<file path="src/hw/rv_decode_pkg.sv">
// Decoder widths, opcode/format/operation enums and the decode result struct
package rv_decode_pkg;

    // ============================================================
    // Widths
    // ============================================================
    localparam int XLEN       = 32;  // Instruction and immediate width
    localparam int REG_ADDR_W = 5;   // x0..x31

    // ============================================================
    // Major opcodes, instr[6:0]
    // ============================================================
    typedef enum logic [6:0] {
        OPC_BRANCH   = 7'b1100011,
        OPC_LOAD     = 7'b0000011,
        OPC_STORE    = 7'b0100011,
        OPC_OP_IMM   = 7'b0010011,
        OPC_OP       = 7'b0110011,
        OPC_SYSTEM   = 7'b1110011,
        OPC_LUI      = 7'b0110111,
        OPC_AUIPC    = 7'b0010111,
        OPC_JAL      = 7'b1101111,
        OPC_JALR     = 7'b1100111,
        OPC_MISC_MEM = 7'b0001111
    } opcode_e;

    // ============================================================
    // Instruction formats
    // ============================================================
    typedef enum logic [3:0] {
        FMT_R,
        FMT_I,
        FMT_S,
        FMT_B,
        FMT_U,
        FMT_J,
        FMT_CSR_REG,  // rs1 is a register
        FMT_CSR_IMM,  // rs1 field is a 5-bit uimm
        FMT_ENV       // ECALL, EBREAK, MRET, WFI
    } instr_format_e;

    // ============================================================
    // Decoded operations
    // ============================================================
    typedef enum logic [5:0] {
        // Branches
        OP_BEQ, OP_BNE, OP_BLT, OP_BGE, OP_BLTU, OP_BGEU,
        // Loads and stores
        OP_LB, OP_LH, OP_LW, OP_LBU, OP_LHU,
        OP_SB, OP_SH, OP_SW,
        // Register-immediate ALU
        OP_ADDI, OP_SLTI, OP_SLTIU, OP_XORI, OP_ORI, OP_ANDI,
        OP_SLLI, OP_SRLI, OP_SRAI,
        // Register-register ALU
        OP_ADD, OP_SUB, OP_SLL, OP_SLT, OP_SLTU,
        OP_XOR, OP_SRL, OP_SRA, OP_OR, OP_AND,
        // Upper immediates, jumps, fence
        OP_LUI, OP_AUIPC, OP_JAL, OP_JALR, OP_FENCE,
        // Environment and privileged
        OP_ECALL, OP_EBREAK, OP_MRET, OP_WFI,
        // Zicsr
        OP_CSRRW, OP_CSRRS, OP_CSRRC,
        OP_CSRRWI, OP_CSRRSI, OP_CSRRCI,
        // M extension
        OP_MUL, OP_MULH, OP_MULHSU, OP_MULHU,
        OP_DIV, OP_DIVU, OP_REM, OP_REMU
    } op_type_e;

    // ============================================================
    // Decode result
    // ============================================================
    typedef struct packed {
        op_type_e              op;
        logic [REG_ADDR_W-1:0] rd;
        logic [REG_ADDR_W-1:0] rs1;
        logic [REG_ADDR_W-1:0] rs2;
        logic [XLEN-1:0]       imm;
        logic                  load_rs;  // rs1 and/or rs2 come from the regfile
    } decode_result_t;

endpackage

</file>
<file path="src/hw/rv_decode_stage.sv">
// Register field extraction, read flag, output register and ack/err strobes
`timescale 1ns/10ps

module rv_decode_stage (
    input  logic                           clk_i,
    input  logic                           rst_i,
    input  logic                           stb_i,
    input  logic [rv_decode_pkg::XLEN-1:0] instr_i,
    input  rv_decode_pkg::op_type_e        op_i,
    input  rv_decode_pkg::instr_format_e   fmt_i,
    input  logic                           illegal_i,
    input  logic [rv_decode_pkg::XLEN-1:0] imm_i,
    output rv_decode_pkg::decode_result_t  result_o,
    output logic                           ack_o,
    output logic                           err_o
);
    import rv_decode_pkg::*;

    decode_result_t result_d;

    // ============================================================
    // Field selection by format
    // ============================================================
    always_comb begin
        result_d.op  = op_i;
        result_d.imm = imm_i;

        result_d.rd = instr_i[11:7];
        if (fmt_i inside {FMT_S, FMT_B, FMT_ENV}) begin
            result_d.rd = '0;
        end

        result_d.rs1 = instr_i[19:15];  // uimm for CSR_IMM
        if (fmt_i inside {FMT_U, FMT_J, FMT_ENV}) begin
            result_d.rs1 = '0;
        end

        result_d.rs2 = '0;
        if (fmt_i inside {FMT_R, FMT_S, FMT_B}) begin
            result_d.rs2 = instr_i[24:20];
        end

        result_d.load_rs = fmt_i inside {FMT_R, FMT_I, FMT_S, FMT_B, FMT_CSR_REG};
    end

    // ============================================================
    // Output register
    // ============================================================
    always_ff @(posedge clk_i) begin
        if (rst_i) begin
            result_o <= '0;
            ack_o    <= 1'b0;
            err_o    <= 1'b0;
        end else begin
            ack_o <= stb_i & ~illegal_i;  // One-cycle strobes
            err_o <= stb_i & illegal_i;
            if (stb_i) begin
                result_o <= result_d;
            end
        end
    end

    a_ack_err_exclusive: assert property (@(posedge clk_i) disable iff (rst_i)
        !(ack_o && err_o));

    // Every response answers a strobe from the cycle before
    a_resp_after_stb: assert property (@(posedge clk_i) disable iff (rst_i)
        (ack_o || err_o) |-> $past(stb_i));

endmodule

</file>
<file path="src/hw/rv_decoder_top.sv">
// Top level of the one-cycle RV32IM/Zicsr instruction decoder
`timescale 1ns/10ps

module rv_decoder_top (
    input  logic                           clk_i,
    input  logic                           rst_i,
    input  logic                           stb_i,
    input  logic [rv_decode_pkg::XLEN-1:0] instr_i,
    output rv_decode_pkg::decode_result_t  result_o,
    output logic                           ack_o,
    output logic                           err_o
);
    import rv_decode_pkg::*;

    op_type_e        op;
    instr_format_e   fmt;
    logic            illegal;
    logic [XLEN-1:0] imm;

    rv_op_classify u_classify (
        .instr_i   (instr_i),
        .op_o      (op),
        .fmt_o     (fmt),
        .illegal_o (illegal)
    );

    rv_imm_assemble u_imm (
        .instr_i (instr_i),
        .fmt_i   (fmt),
        .imm_o   (imm)
    );

    rv_decode_stage u_stage (
        .clk_i     (clk_i),
        .rst_i     (rst_i),
        .stb_i     (stb_i),
        .instr_i   (instr_i),
        .op_i      (op),
        .fmt_i     (fmt),
        .illegal_i (illegal),
        .imm_i     (imm),
        .result_o  (result_o),
        .ack_o     (ack_o),
        .err_o     (err_o)
    );

endmodule

</file>
<file path="src/hw/rv_imm_assemble.sv">
// Sign-extended immediate assembly per instruction format
`timescale 1ns/10ps

module rv_imm_assemble (
    input  logic [rv_decode_pkg::XLEN-1:0] instr_i,
    input  rv_decode_pkg::instr_format_e   fmt_i,
    output logic [rv_decode_pkg::XLEN-1:0] imm_o
);
    import rv_decode_pkg::*;

    logic sign;  // Immediate sign is always instr[31]

    assign sign = instr_i[31];

    always_comb begin
        case (fmt_i)
            FMT_I: begin
                imm_o = {{(XLEN-12){sign}}, instr_i[31:20]};
            end
            FMT_S: begin
                imm_o = {{(XLEN-12){sign}}, instr_i[31:25], instr_i[11:7]};
            end
            FMT_B: begin
                imm_o = {{(XLEN-12){sign}}, instr_i[7], instr_i[30:25],
                         instr_i[11:8], 1'b0};
            end
            FMT_U: begin
                imm_o = {instr_i[31:12], 12'b0};
            end
            FMT_J: begin
                imm_o = {{(XLEN-20){sign}}, instr_i[19:12], instr_i[20],
                         instr_i[30:21], 1'b0};
            end
            FMT_CSR_REG, FMT_CSR_IMM: begin
                imm_o = {{(XLEN-12){1'b0}}, instr_i[31:20]};  // CSR address
            end
            default: begin
                imm_o = '0;  // R and ENV carry no immediate
            end
        endcase
    end

endmodule

</file>
<file path="src/hw/rv_op_classify.sv">
// Opcode, funct3 and funct7 classification into operation, format and illegal flag
`timescale 1ns/10ps

module rv_op_classify (
    input  logic [rv_decode_pkg::XLEN-1:0] instr_i,
    output rv_decode_pkg::op_type_e        op_o,
    output rv_decode_pkg::instr_format_e   fmt_o,
    output logic                           illegal_o
);
    import rv_decode_pkg::*;

    opcode_e     opcode;
    logic [2:0]  funct3;
    logic [6:0]  funct7;
    logic [11:0] funct12;     // SYSTEM env selector
    logic        bad_opcode;  // Major opcode not kept
    logic        bad_funct;   // Unlisted funct combination

    assign opcode  = opcode_e'(instr_i[6:0]);
    assign funct3  = instr_i[14:12];
    assign funct7  = instr_i[31:25];
    assign funct12 = instr_i[31:20];

    always_comb begin
        op_o       = OP_BEQ;
        fmt_o      = FMT_R;
        bad_opcode = 1'b0;
        bad_funct  = 1'b0;
        case (opcode)
            OPC_BRANCH: begin
                fmt_o = FMT_B;
                case (funct3)
                    3'b000:  op_o = OP_BEQ;
                    3'b001:  op_o = OP_BNE;
                    3'b100:  op_o = OP_BLT;
                    3'b101:  op_o = OP_BGE;
                    3'b110:  op_o = OP_BLTU;
                    3'b111:  op_o = OP_BGEU;
                    default: bad_funct = 1'b1;
                endcase
            end
            OPC_LOAD: begin
                fmt_o = FMT_I;
                case (funct3)
                    3'b000:  op_o = OP_LB;
                    3'b001:  op_o = OP_LH;
                    3'b010:  op_o = OP_LW;
                    3'b100:  op_o = OP_LBU;
                    3'b101:  op_o = OP_LHU;
                    default: bad_funct = 1'b1;
                endcase
            end
            OPC_STORE: begin
                fmt_o = FMT_S;
                case (funct3)
                    3'b000:  op_o = OP_SB;
                    3'b001:  op_o = OP_SH;
                    3'b010:  op_o = OP_SW;
                    default: bad_funct = 1'b1;
                endcase
            end
            OPC_OP_IMM: begin
                fmt_o = FMT_I;
                case (funct3)
                    3'b000: op_o = OP_ADDI;
                    3'b010: op_o = OP_SLTI;
                    3'b011: op_o = OP_SLTIU;
                    3'b100: op_o = OP_XORI;
                    3'b110: op_o = OP_ORI;
                    3'b111: op_o = OP_ANDI;
                    3'b001: begin
                        op_o      = OP_SLLI;
                        bad_funct = (funct7 != 7'b0000000);
                    end
                    default: begin  // 101, shift right
                        op_o      = funct7[5] ? OP_SRAI : OP_SRLI;
                        bad_funct = ({funct7[6], funct7[4:0]} != 6'b000000);
                    end
                endcase
            end
            OPC_OP: begin
                fmt_o = FMT_R;
                case (funct7)
                    7'b0000000: begin
                        case (funct3)
                            3'b000:  op_o = OP_ADD;
                            3'b001:  op_o = OP_SLL;
                            3'b010:  op_o = OP_SLT;
                            3'b011:  op_o = OP_SLTU;
                            3'b100:  op_o = OP_XOR;
                            3'b101:  op_o = OP_SRL;
                            3'b110:  op_o = OP_OR;
                            default: op_o = OP_AND;
                        endcase
                    end
                    7'b0100000: begin
                        case (funct3)
                            3'b000:  op_o = OP_SUB;
                            3'b101:  op_o = OP_SRA;
                            default: bad_funct = 1'b1;
                        endcase
                    end
                    7'b0000001: begin  // M extension
                        case (funct3)
                            3'b000:  op_o = OP_MUL;
                            3'b001:  op_o = OP_MULH;
                            3'b010:  op_o = OP_MULHSU;
                            3'b011:  op_o = OP_MULHU;
                            3'b100:  op_o = OP_DIV;
                            3'b101:  op_o = OP_DIVU;
                            3'b110:  op_o = OP_REM;
                            default: op_o = OP_REMU;
                        endcase
                    end
                    default: bad_funct = 1'b1;
                endcase
            end
            OPC_SYSTEM: begin
                case (funct3)
                    3'b000: begin
                        fmt_o = FMT_ENV;
                        case (funct12)
                            12'h000: op_o = OP_ECALL;
                            12'h001: op_o = OP_EBREAK;
                            12'h302: op_o = OP_MRET;
                            12'h105: op_o = OP_WFI;
                            default: bad_funct = 1'b1;
                        endcase
                    end
                    3'b001: begin
                        fmt_o = FMT_CSR_REG;
                        op_o  = OP_CSRRW;
                    end
                    3'b010: begin
                        fmt_o = FMT_CSR_REG;
                        op_o  = OP_CSRRS;
                    end
                    3'b011: begin
                        fmt_o = FMT_CSR_REG;
                        op_o  = OP_CSRRC;
                    end
                    3'b101: begin
                        fmt_o = FMT_CSR_IMM;
                        op_o  = OP_CSRRWI;
                    end
                    3'b110: begin
                        fmt_o = FMT_CSR_IMM;
                        op_o  = OP_CSRRSI;
                    end
                    3'b111: begin
                        fmt_o = FMT_CSR_IMM;
                        op_o  = OP_CSRRCI;
                    end
                    default: begin  // 100 is reserved
                        fmt_o     = FMT_ENV;
                        bad_funct = 1'b1;
                    end
                endcase
            end
            OPC_LUI: begin
                fmt_o = FMT_U;
                op_o  = OP_LUI;
            end
            OPC_AUIPC: begin
                fmt_o = FMT_U;
                op_o  = OP_AUIPC;
            end
            OPC_JAL: begin
                fmt_o = FMT_J;
                op_o  = OP_JAL;
            end
            OPC_JALR: begin
                fmt_o     = FMT_I;
                op_o      = OP_JALR;
                bad_funct = (funct3 != 3'b000);
            end
            OPC_MISC_MEM: begin
                fmt_o     = FMT_I;
                op_o      = OP_FENCE;
                bad_funct = (funct3 != 3'b000);  // No FENCE.I
            end
            default: bad_opcode = 1'b1;
        endcase
    end

    assign illegal_o = bad_opcode | bad_funct | (instr_i[1:0] != 2'b11);

    // An illegal R-type encoding must never fall back onto ADD
    always_comb begin
        a_no_illegal_add: assert final (!(illegal_o && fmt_o == FMT_R && op_o == OP_ADD))
            else $error("illegal R-type decoded as ADD");
    end

endmodule

</file>
<file path="config.mk">
export PLATFORM = sky130hd
export DESIGN_NAME = rv_decoder_top
export DESIGN_NICKNAME = d
export VERILOG_FILES = /design/src/hw/rv_decode_pkg.sv /design/src/hw/rv_decode_stage.sv /design/src/hw/rv_decoder_top.sv /design/src/hw/rv_imm_assemble.sv /design/src/hw/rv_op_classify.sv
export SDC_FILE = /design/constraint.sdc
export NUM_CORES = 1
export LEC_CHECK = 0
export ABC_AREA = 1
export BUFFER_PORTS_ARGS = -buffer_cell sky130_fd_sc_hd__buf_4
export CAP_MARGIN = 20
export CORE_ASPECT_RATIO = 1.25
export CORE_MARGIN = 1.5
export CORE_UTILIZATION = 50
export CTS_BUF_LIST = sky130_fd_sc_hd__clkbuf_4
export DETAILED_ROUTE_END_ITERATION = 16
export PLACE_DENSITY = 0.89
export SLEW_MARGIN = 20
export SYNTH_ARGS = -nofsm -noshare
export SYNTH_HDL_FRONTEND = slang
export SYNTH_SLANG_ARGS = --single-unit
</file>
<file path="constraint.sdc">
create_clock -name clk_i -period 1.45 [get_ports clk_i]
set_input_delay 0.29 -clock clk_i [delete_from_list [all_inputs] [get_ports clk_i]]
set_output_delay 0.29 -clock clk_i [all_outputs]
set_load 0.01 [all_outputs]
</file>
==> metrics.md, run 1 <==
| Metric | Value |
|---|---|
| CP Class | `primary input to flip-flop` |
| Initial antenna violation count | `0` |
| CTS tree | `done` |
| Cell area after synthesis | `3640 sq um` |
| Post-Synth Adder-Cell Area | `0` |
| Clk sinks | `56` |
| Initial Utilization | `0.519` |
| Biggest area consumer among synthesized cells | `dfxtp_1` |
| # DRC | `0` |
| Die Footprint | `7800 sq um` |
| Avg Cell Area, Syn | `6.18 sq um` |
| Setup ws final | `133 ps` |
| H-tree level count | `2` |
| Mux cell area share after synthesis | `0` |
| Reg-to-reg critical path endpoint | `u_stage.result_o[37]` |
| Critical Path RT | `1740 ps` |
| Largest cells by area after synthesis | `dfxtp_1 31%, nand2_1 22%, a21oi_1 9.2%` |
| Top FF cell, synth | `dfxtp_1` |
| Metal-1 WL | `4950 um` |
| Status | `finished, final reports clean` |
| Inst Count DP | `832` |
| Most common cell in the netlist | `nand2_1` |
| WL per Instance | `15.5 um` |
| Syn nets | `624` |
| Post-DP HPWL | `10,600 um` |
| Synth cell count leaders | `215 x nand2_1, 67 x a21oi_1, 56 x dfxtp_1` |
| Root Driver | `clkbuf_4` |
| DR top layer | `met4` |
| CTS Buffer Depth | `2` |
| Worst hold path depth | `3` |
| Core Util, Final | `0.727` |
| Io pins | `91` |
| Fin cells | `840` |
| Sequential share of the synthesized area | `0.308` |
| Hold Crit Class | `primary input to flip-flop` |
| DRT iter0 DRCs | `347` |
| Max cap viols | `0` |
| Share of cells above drive strength 1 | `0.319` |
| Max-slew violations | `0` |
| Worst rel slew slack | `0.690` |
| Final Power | `3000 uW` |
| Worst EP arrival | `1610 ps` |
| Total CTS buffers | `5` |
| Maximum number of pins on one net before global-route repair | `41` |
| Fmax | `760 MHz` |
| Worst r2r path cells | `2` |
| Flop-to-flop setup slack | `750 ps` |
| Share of flip-flops with an asynchronous set or reset | `0` |
| Placer Congestion | `0.999` |
| Leakage Power | `0.00268 uW` |
| Final setup fails | `0` |
| Share of the synthesized area in the top cell type | `0.308` |
| Clk slew on worst S/H paths | `160 ps` |
| Vias post-DR | `4,602` |
| Setup WS pre-CTS | `-320 ps` |
| Worst setup SP type | `primary input` |
| GRT Overall Usage | `0.340` |
| First-pass GRT wire length | `20,900 um` |
| Vias per cell | `5.48` |
| Die H | `98.4 um` |
| Vias in the first global route | `4,465` |
| Worst-case clock skew | `0 ps` |
| Worst-Margin Slew | `459 ps` |
| Setup TNS | `0 ps` |
| Synth Area in XOR/XNOR | `0` |
| CP max FO | `12` |
| Fin crit share | `0.908` |
| Grt ovf | `0` |
| Pwr/cell area | `588 nW/um^2` |
| Die Width | `79.3 um` |
| Hold EP | `u_stage.result_o[38]` |
| N_diodes | `0` |
| Routed wire length | `13,000 um` |
| ANT nets after route | `0` |
| Number of core rows | `34` |
| Final nets | `784` |
| Area growth syn-to-layout | `40.3%` |
| Final Hold Fails | `0` |
| Worst-Skew Late Latency | `370 ps` |
| Fin crit period | `1320 ps` |
| Crit. End Element | `flip-flop` |
| Syn Inst Count | `589` |
| Drt pass-1 iters | `6` |
| Post-synthesis compound-gate area fraction | `0.159` |
| # Post-CTS Setup Buffers | `0` |
| Number of synthesized register bits | `56` |
| Worst IR Drop VDD | `0.434 mV` |
| Simple-gate share of the synthesized area | `0.443` |
| Hold path startpoint | `instr_i[15]` |
| Combinational family with the most area after synthesis | `simple AND/OR/NAND/NOR gates` |
| WL met2 | `6910 um` |
| Post-synth EDFFs | `0` |
| WL met3 | `593 um` |
| IO Port Bufs | `90` |
| Reg2reg start | `u_stage.result_o[37]` |
| Distinct cells, synth | `30` |
| Warnings, synthesis | `0` |
| Core box area | `7020 sq um` |
[metal layers]
metal / up-vias / GRT usage
met5: - / 0
met4: 0 / 0.162
met3: 46 / 0.0355
met2: 193 / 0.638
met1: 2129 / 0.371
li1: 2234 / -
[power breakdown]
group / internal, uW / switching, uW
registers: 1580 / 24.3
clock network: 189 / 517
logic: 310 / 381
total: 2080 / 923
[sequential cells by signal, indices dropped and copies added, names as in the netlist]
| register | flops |
|---|---|
| u_stage.err_o | 1 |
| u_stage.result_o | 54 |
| u_stage.ack_o | 1 |
[through the flow]
stage | cell area [sq um] | hold slack, ps
final | 5100 | 176
after global routing | 5100 | 158
after CTS | 5080 | 176
after detailed placement | 5030 | 457
after global placement | 5030 | 453
after floorplan | 3640 | 450
[area by class of cell]
cell class	count	area, sq um
Fill cell	585	1910
Multi-Input combinational cell	461	2210
Tap cell	90	113
Inverter	42	165
Timing Repair Buffer	183	1440
Sequential cell	56	1120
Clock inverter	3	17.5
Clock buffer	5	37.5
[placed cells by master, fill, tap and decap left out, drive strengths merged]
cell type  count
a21oi         67
a31oi          1
buf          183
clkbuf         5
clkinv         3
dfxtp         56
inv           42
nand2        224
nand3         65
nand3b         1
nand4          4
nor2          55
nor3           3
nor3b          1
nor4           1
o211ai         3
o21ai         27
o21bai         1
o31ai          8
[worst max-delay path by stage]
stage                                 to         from  depth (start not counted)
floorplan            u_stage.result_o[6]  instr_i[12]                         10
global placement    u_stage.result_o[34]   instr_i[0]                         13
detailed placement  u_stage.result_o[34]   instr_i[0]                         13
CTS                 u_stage.result_o[34]   instr_i[0]                         13
global route        u_stage.result_o[24]   instr_i[0]                         12
finish              u_stage.result_o[14]   instr_i[0]                         12
[cell families (layout without fill, tap and decap cells)]
| family | count (synthesis) | count (layout) |
|---|---|---|
| compound gates | 107 | 107 |
| buf+inv | 72 | 233 |
| flops | 56 | 56 |
| simple gates | 354 | 354 |
[critical path, stage by stage]
cell and delay, ps:
buf_4 110, nand2_1 90, inv_1 70, nand2_4 90
inv_2 70, nand2_1 130, inv_2 130, o21ai_4 210
buf_12 160, nand3_2 80, nand2_1 100, a21oi_1 70
[what timing repair did]
item,4_1_cts,5_1_grt
resized for setup,0,5
hold buffers,0,0
hold endpoints to repair,0,0
endpoints found under the setup margin,0,7
(Power assumes the default switching activity.)
==> inputs of run 2 (changes only) <==
ABC_AREA = 0   (was 1)
CORE_UTILIZATION = 49   (was 50)
PLACE_DENSITY = 0.88   (was 0.89)
==> run 2 against run 1 <==
Combinational power is 20% higher. First-iteration DRC count is 25% higher. Sequential power hardly changed. Area after synthesis is 8.8% lower. The flow now finishes with violations (negative setup slack). Sequential share of layout area is 0.054 points higher. Global-route usage is 0.78 points higher. Register-to-register slack worse by 500 ps.
==> metrics.md, run 2 <==
| Metric | Value |
|---|---|
| Final setup fails | `15 (was 0)` |
| Slowest cell on crit path | `a211o_4 (was o21ai_4)` |
| Cts hold-fix bufs | `0 (unchanged)` |
| Post-DP HPWL | `9470 um (was 10,600 um)` |
| Worst-Skew Late Latency | `370 ps (about the same)` |
| CTS tree | `done (unchanged)` |
| Worst rel slew slack | `0.670 (was 0.690)` |
| Hold path startpoint | `instr_i[15] (unchanged)` |
| Number of synthesized register bits | `56 (unchanged)` |
| Grt ovf | `0 (unchanged)` |
| Reg2reg start | `u_stage.result_o[49] (was u_stage.result_o[37])` |
| Largest cells by area after synthesis | `dfxtp_1 34%, nand2_1 5.3%, nor2_1 4.6% (was dfxtp_1 31%, nand2_1 22%, a21oi_1 9.2%)` |
| Root Driver | `clkbuf_4 (unchanged)` |
| Area growth syn-to-layout | `53.4% (was 40.3%)` |
| Worst EP arrival | `1870 ps (was 1610 ps)` |
| Worst hold path depth | `3 (unchanged)` |
| Distinct cells, synth | `59 (was 30)` |
| Failing checks | `negative setup slack` |
| Critical Path Most Common Cell | `buf_4 (was nand2_1)` |
| DRT iter0 DRCs | `435 (was 347)` |
| Top FF cell, synth | `dfxtp_1 (unchanged)` |
| Die Width | `76.6 um (was 79.3 um)` |
| CTS Buffer Depth | `2 (unchanged)` |
| Core Util, Final | `0.776 (was 0.727)` |
| Initial antenna violation count | `0 (unchanged)` |
| RSZ-0062 raised after global routing | `true` |
| Warnings, synthesis | `0 (unchanged)` |
| Most frequent cells in the layout | `190 x buf_4, 56 x dfxtp_1, 44 x nand2_1 (was 215 x nand2_1, 177 x buf_4, 66 x a21oi_1)` |
| First-pass GRT wire length | `20,100 um (was 20,900 um)` |
| Clk slew on worst S/H paths | `160 ps (about the same)` |
| DP Area | `4740 sq um (was 5030 sq um)` |
| Avg Cell Area, Syn | `7.70 sq um (was 6.18 sq um)` |
| Flop-to-flop setup slack | `250 ps (was 750 ps)` |
| Max incr delay on CP | `390 ps (was 210 ps)` |
| Worst-Margin Slew | `491 ps (was 459 ps)` |
| CP cell instances | `buf_6 -> buf_4 -> buf_4 -> or2_4 -> a221o_1 -> a211o_4 -> buf_16 -> o21ai_4 (was buf_4 -> nand2_1 -> inv_1 -> nand2_4 -> inv_2 -> nand2_1 -> inv_2 -> o21ai_4 -> buf_12 -> nand3_2 -> nand2_1 -> a21oi_1)` |
| WHS | `142 ps (was 176 ps)` |
| Drt pass-1 iters | `5 (was 6)` |
| Clock Power Share | `0.230 (was 0.235)` |
| Leakage Power | `0.00214 uW (was 0.00268 uW)` |
| Worst setup SP type | `primary input (unchanged)` |
| IO Port Bufs | `90 (unchanged)` |
| Cell area after synthesis | `3320 sq um (was 3640 sq um)` |
| Delay-heaviest family, CP | `compound AO/OA/AOI/OAI gates (was buffers and inverters)` |
| Commonest non-fill, non-tap cell in the layout | `buf_4 (was nand2_1)` |
| Vias in the first global route | `3,996 (was 4,465)` |
| Vias per cell | `6.35 (was 5.48)` |
| Worst-case clock skew | `0 ps (unchanged)` |
| Share of the synthesized area in the top cell type | `0.338 (was 0.308)` |
| Placer Congestion | `1.00 (was 0.999)` |
| Total CTS buffers | `5 (unchanged)` |
| ANT nets after route | `0 (unchanged)` |
| Net Sw Power | `976 uW (was 923 uW)` |
| N_diodes | `0 (unchanged)` |
| Maximum number of pins on one net before global-route repair | `42 (was 41)` |
| H-tree level count | `2 (unchanged)` |
| CP Class | `primary input to flip-flop (unchanged)` |
| GRT Overall Usage | `0.348 (was 0.340)` |
| Vias post-DR | `4,357 (was 4,602)` |
| Fin crit period | `1550 ps (was 1320 ps)` |
| Final nets | `633 (was 784)` |
| Setup ws final | `-102 ps (was 133 ps)` |
| Final non-filler cell area | `5090 sq um (was 5100 sq um)` |
| Hold Crit Class | `primary input to flip-flop (unchanged)` |
| Fmax | `644 MHz (was 760 MHz)` |
| Biggest area consumer among synthesized cells | `dfxtp_1 (unchanged)` |
| Routed wire length | `13,400 um (was 13,000 um)` |
| Biggest register | `u_stage.result_o (unchanged)` |
| Worst IR Drop VDD | `0.835 mV (was 0.434 mV)` |
| Part of the power in registers | `0.506 (was 0.535)` |
| Io pins | `91 (unchanged)` |
| Cell Int Power | `2180 uW (was 2080 uW)` |
| Final Power | `3150 uW (was 3000 uW)` |
| Max-slew violations | `0 (unchanged)` |
| Share of flip-flops with an asynchronous set or reset | `0 (unchanged)` |
| Syn nets | `466 (was 624)` |
| Status | `finished, violations left (was finished, final reports clean)` |
| Reg-to-reg critical path endpoint | `u_stage.result_o[49] (was u_stage.result_o[37])` |
| Clk sinks | `56 (unchanged)` |
| Worst r2r path cells | `4 (was 2)` |
| Share of cells above drive strength 1 | `0.421 (was 0.319)` |
| Most common cell in the netlist | `dfxtp_1 (was nand2_1)` |
| Die Footprint | `7280 sq um (was 7800 sq um)` |
| Max cap viols | `0 (unchanged)` |
| Net Sw Frac | `0.310 (was 0.307)` |
| Logic pwr share | `0.264 (was 0.230)` |
| CP max FO | `5 (was 12)` |
| Fin crit share | `1.07 (was 0.908)` |
| # DRC | `0 (unchanged)` |
| Syn Inst Count | `431 (was 589)` |
| Final Hold Fails | `0 (unchanged)` |
| Initial Utilization | `0.506 (was 0.519)` |
| Crit. End Element | `flip-flop (unchanged)` |
| WL per Instance | `19.5 um (was 15.5 um)` |
| Synth cell count leaders | `56 x dfxtp_1, 47 x nand2_1, 41 x nor2_1 (was 215 x nand2_1, 67 x a21oi_1, 56 x dfxtp_1)` |
| Critical Path RT | `1770 ps (was 1740 ps)` |
| Number of core rows | `33 (was 34)` |
| Sequential share of the synthesized area | `0.338 (was 0.308)` |
| Pwr/cell area | `619 nW/um^2 (was 588 nW/um^2)` |
| Setup WS pre-CTS | `-550 ps (was -320 ps)` |
| Die H | `95.0 um (was 98.4 um)` |
| WP buf/inv | `4 (was 5)` |
| Hold EP | `u_stage.result_o[38] (unchanged)` |
| Post-synth EDFFs | `0 (unchanged)` |
| Max reg flops | `54 (unchanged)` |
| Top flop regs | `u_stage.result_o: 54 flops, u_stage.ack_o: 1 flops, u_stage.err_o: 1 flops (unchanged)` |
| Core box area | `6570 sq um (was 7020 sq um)` |
-- run 2: cell types whose count changed after synthesis, sizes merged, moves of 9 or more --
cell | previous run | this run
a21oi | 67 | 28
a22oi | 0 | 20
a2bb2oi | 0 | 9
a31oi | 1 | 13
buf | 16 | 7
clkbuf | 14 | 32
inv | 41 | 7
nand2 | 224 | 47
nand3 | 65 | 15
nor2 | 55 | 41
nor2b | 0 | 13
-- run 2: cell families after synthesis --
family | synth area share
multiplexers | 0.00339
AO/OA/AOI/OAI | 0.311
XOR/XNOR | 0.00528
flip-flops | 0.338
buffers and inverters | 0.0573
AND/OR/NAND/NOR | 0.285
-- run 2: per-layer routing --
metal	share of wire	track usage
met4	0.047	0.167
met3	0.079	0.0555
met5	0	0
met1	0.37	0.405
met2	0.50	0.626
-- run 2: worst max path at each step --
| stage | endpoint | depth (start not counted) | start | slack (ps) |
|---|---|---|---|---|
| detailed placement | u_stage.result_o[20] | 7 | instr_i[3] | -550 |
| global route | u_stage.result_o[51] | 7 | instr_i[4] | -110 |
| floorplan | u_stage.result_o[22] | 7 | instr_i[6] | -440 |
| finish | u_stage.result_o[31] | 8 | instr_i[5] | -100 |
| CTS | u_stage.result_o[24] | 7 | instr_i[5] | -160 |
| global placement | u_stage.result_o[27] | 7 | instr_i[3] | -510 |
-- run 2: power groups by stage --
stage               sequential (uW)  combinational [uW]  clock (uW)
floorplan                      1640                 333           0
global placement               1630                 730           0
detailed placement             1630                 745           0
CTS                            1590                 783         714
global route                   1600                 880         778
finish                         1600                 832         725
-- run 2: area by class of cell --
cell class	count	area, sq um
clock buffer	6	45.0
clock inverter	2	13.8
fill	433	1470
inverter	7	26.3
multi-input combinational	330	2230
sequential	56	1120
tap	87	109
timing repair buffer	198	1550
-- run 2: stage by stage --
stage	TNS [ps]	std cells
2_1_floorplan	-11790	431
3_3_place_gp	-23380	670
3_5_place_dp	-25370	670
4_1_cts	-1680	684
5_1_grt	-1490	686
6_report	-799	686
-- run 2: what timing repair did --
item / CTS / global route
pin swaps: 6 / 7
setup buffers: 5 / 2
endpoints found under the hold margin: 0 / 0
gates resized for setup: 30 / 20
gates cloned: 2 / 0
setup endpoints to repair: 48 / 46
-- run 2: tightest hold or removal path, cell delays in order --
cell	delay (ps)
buf_4	80
a22oi_1	50
nor2_1	80
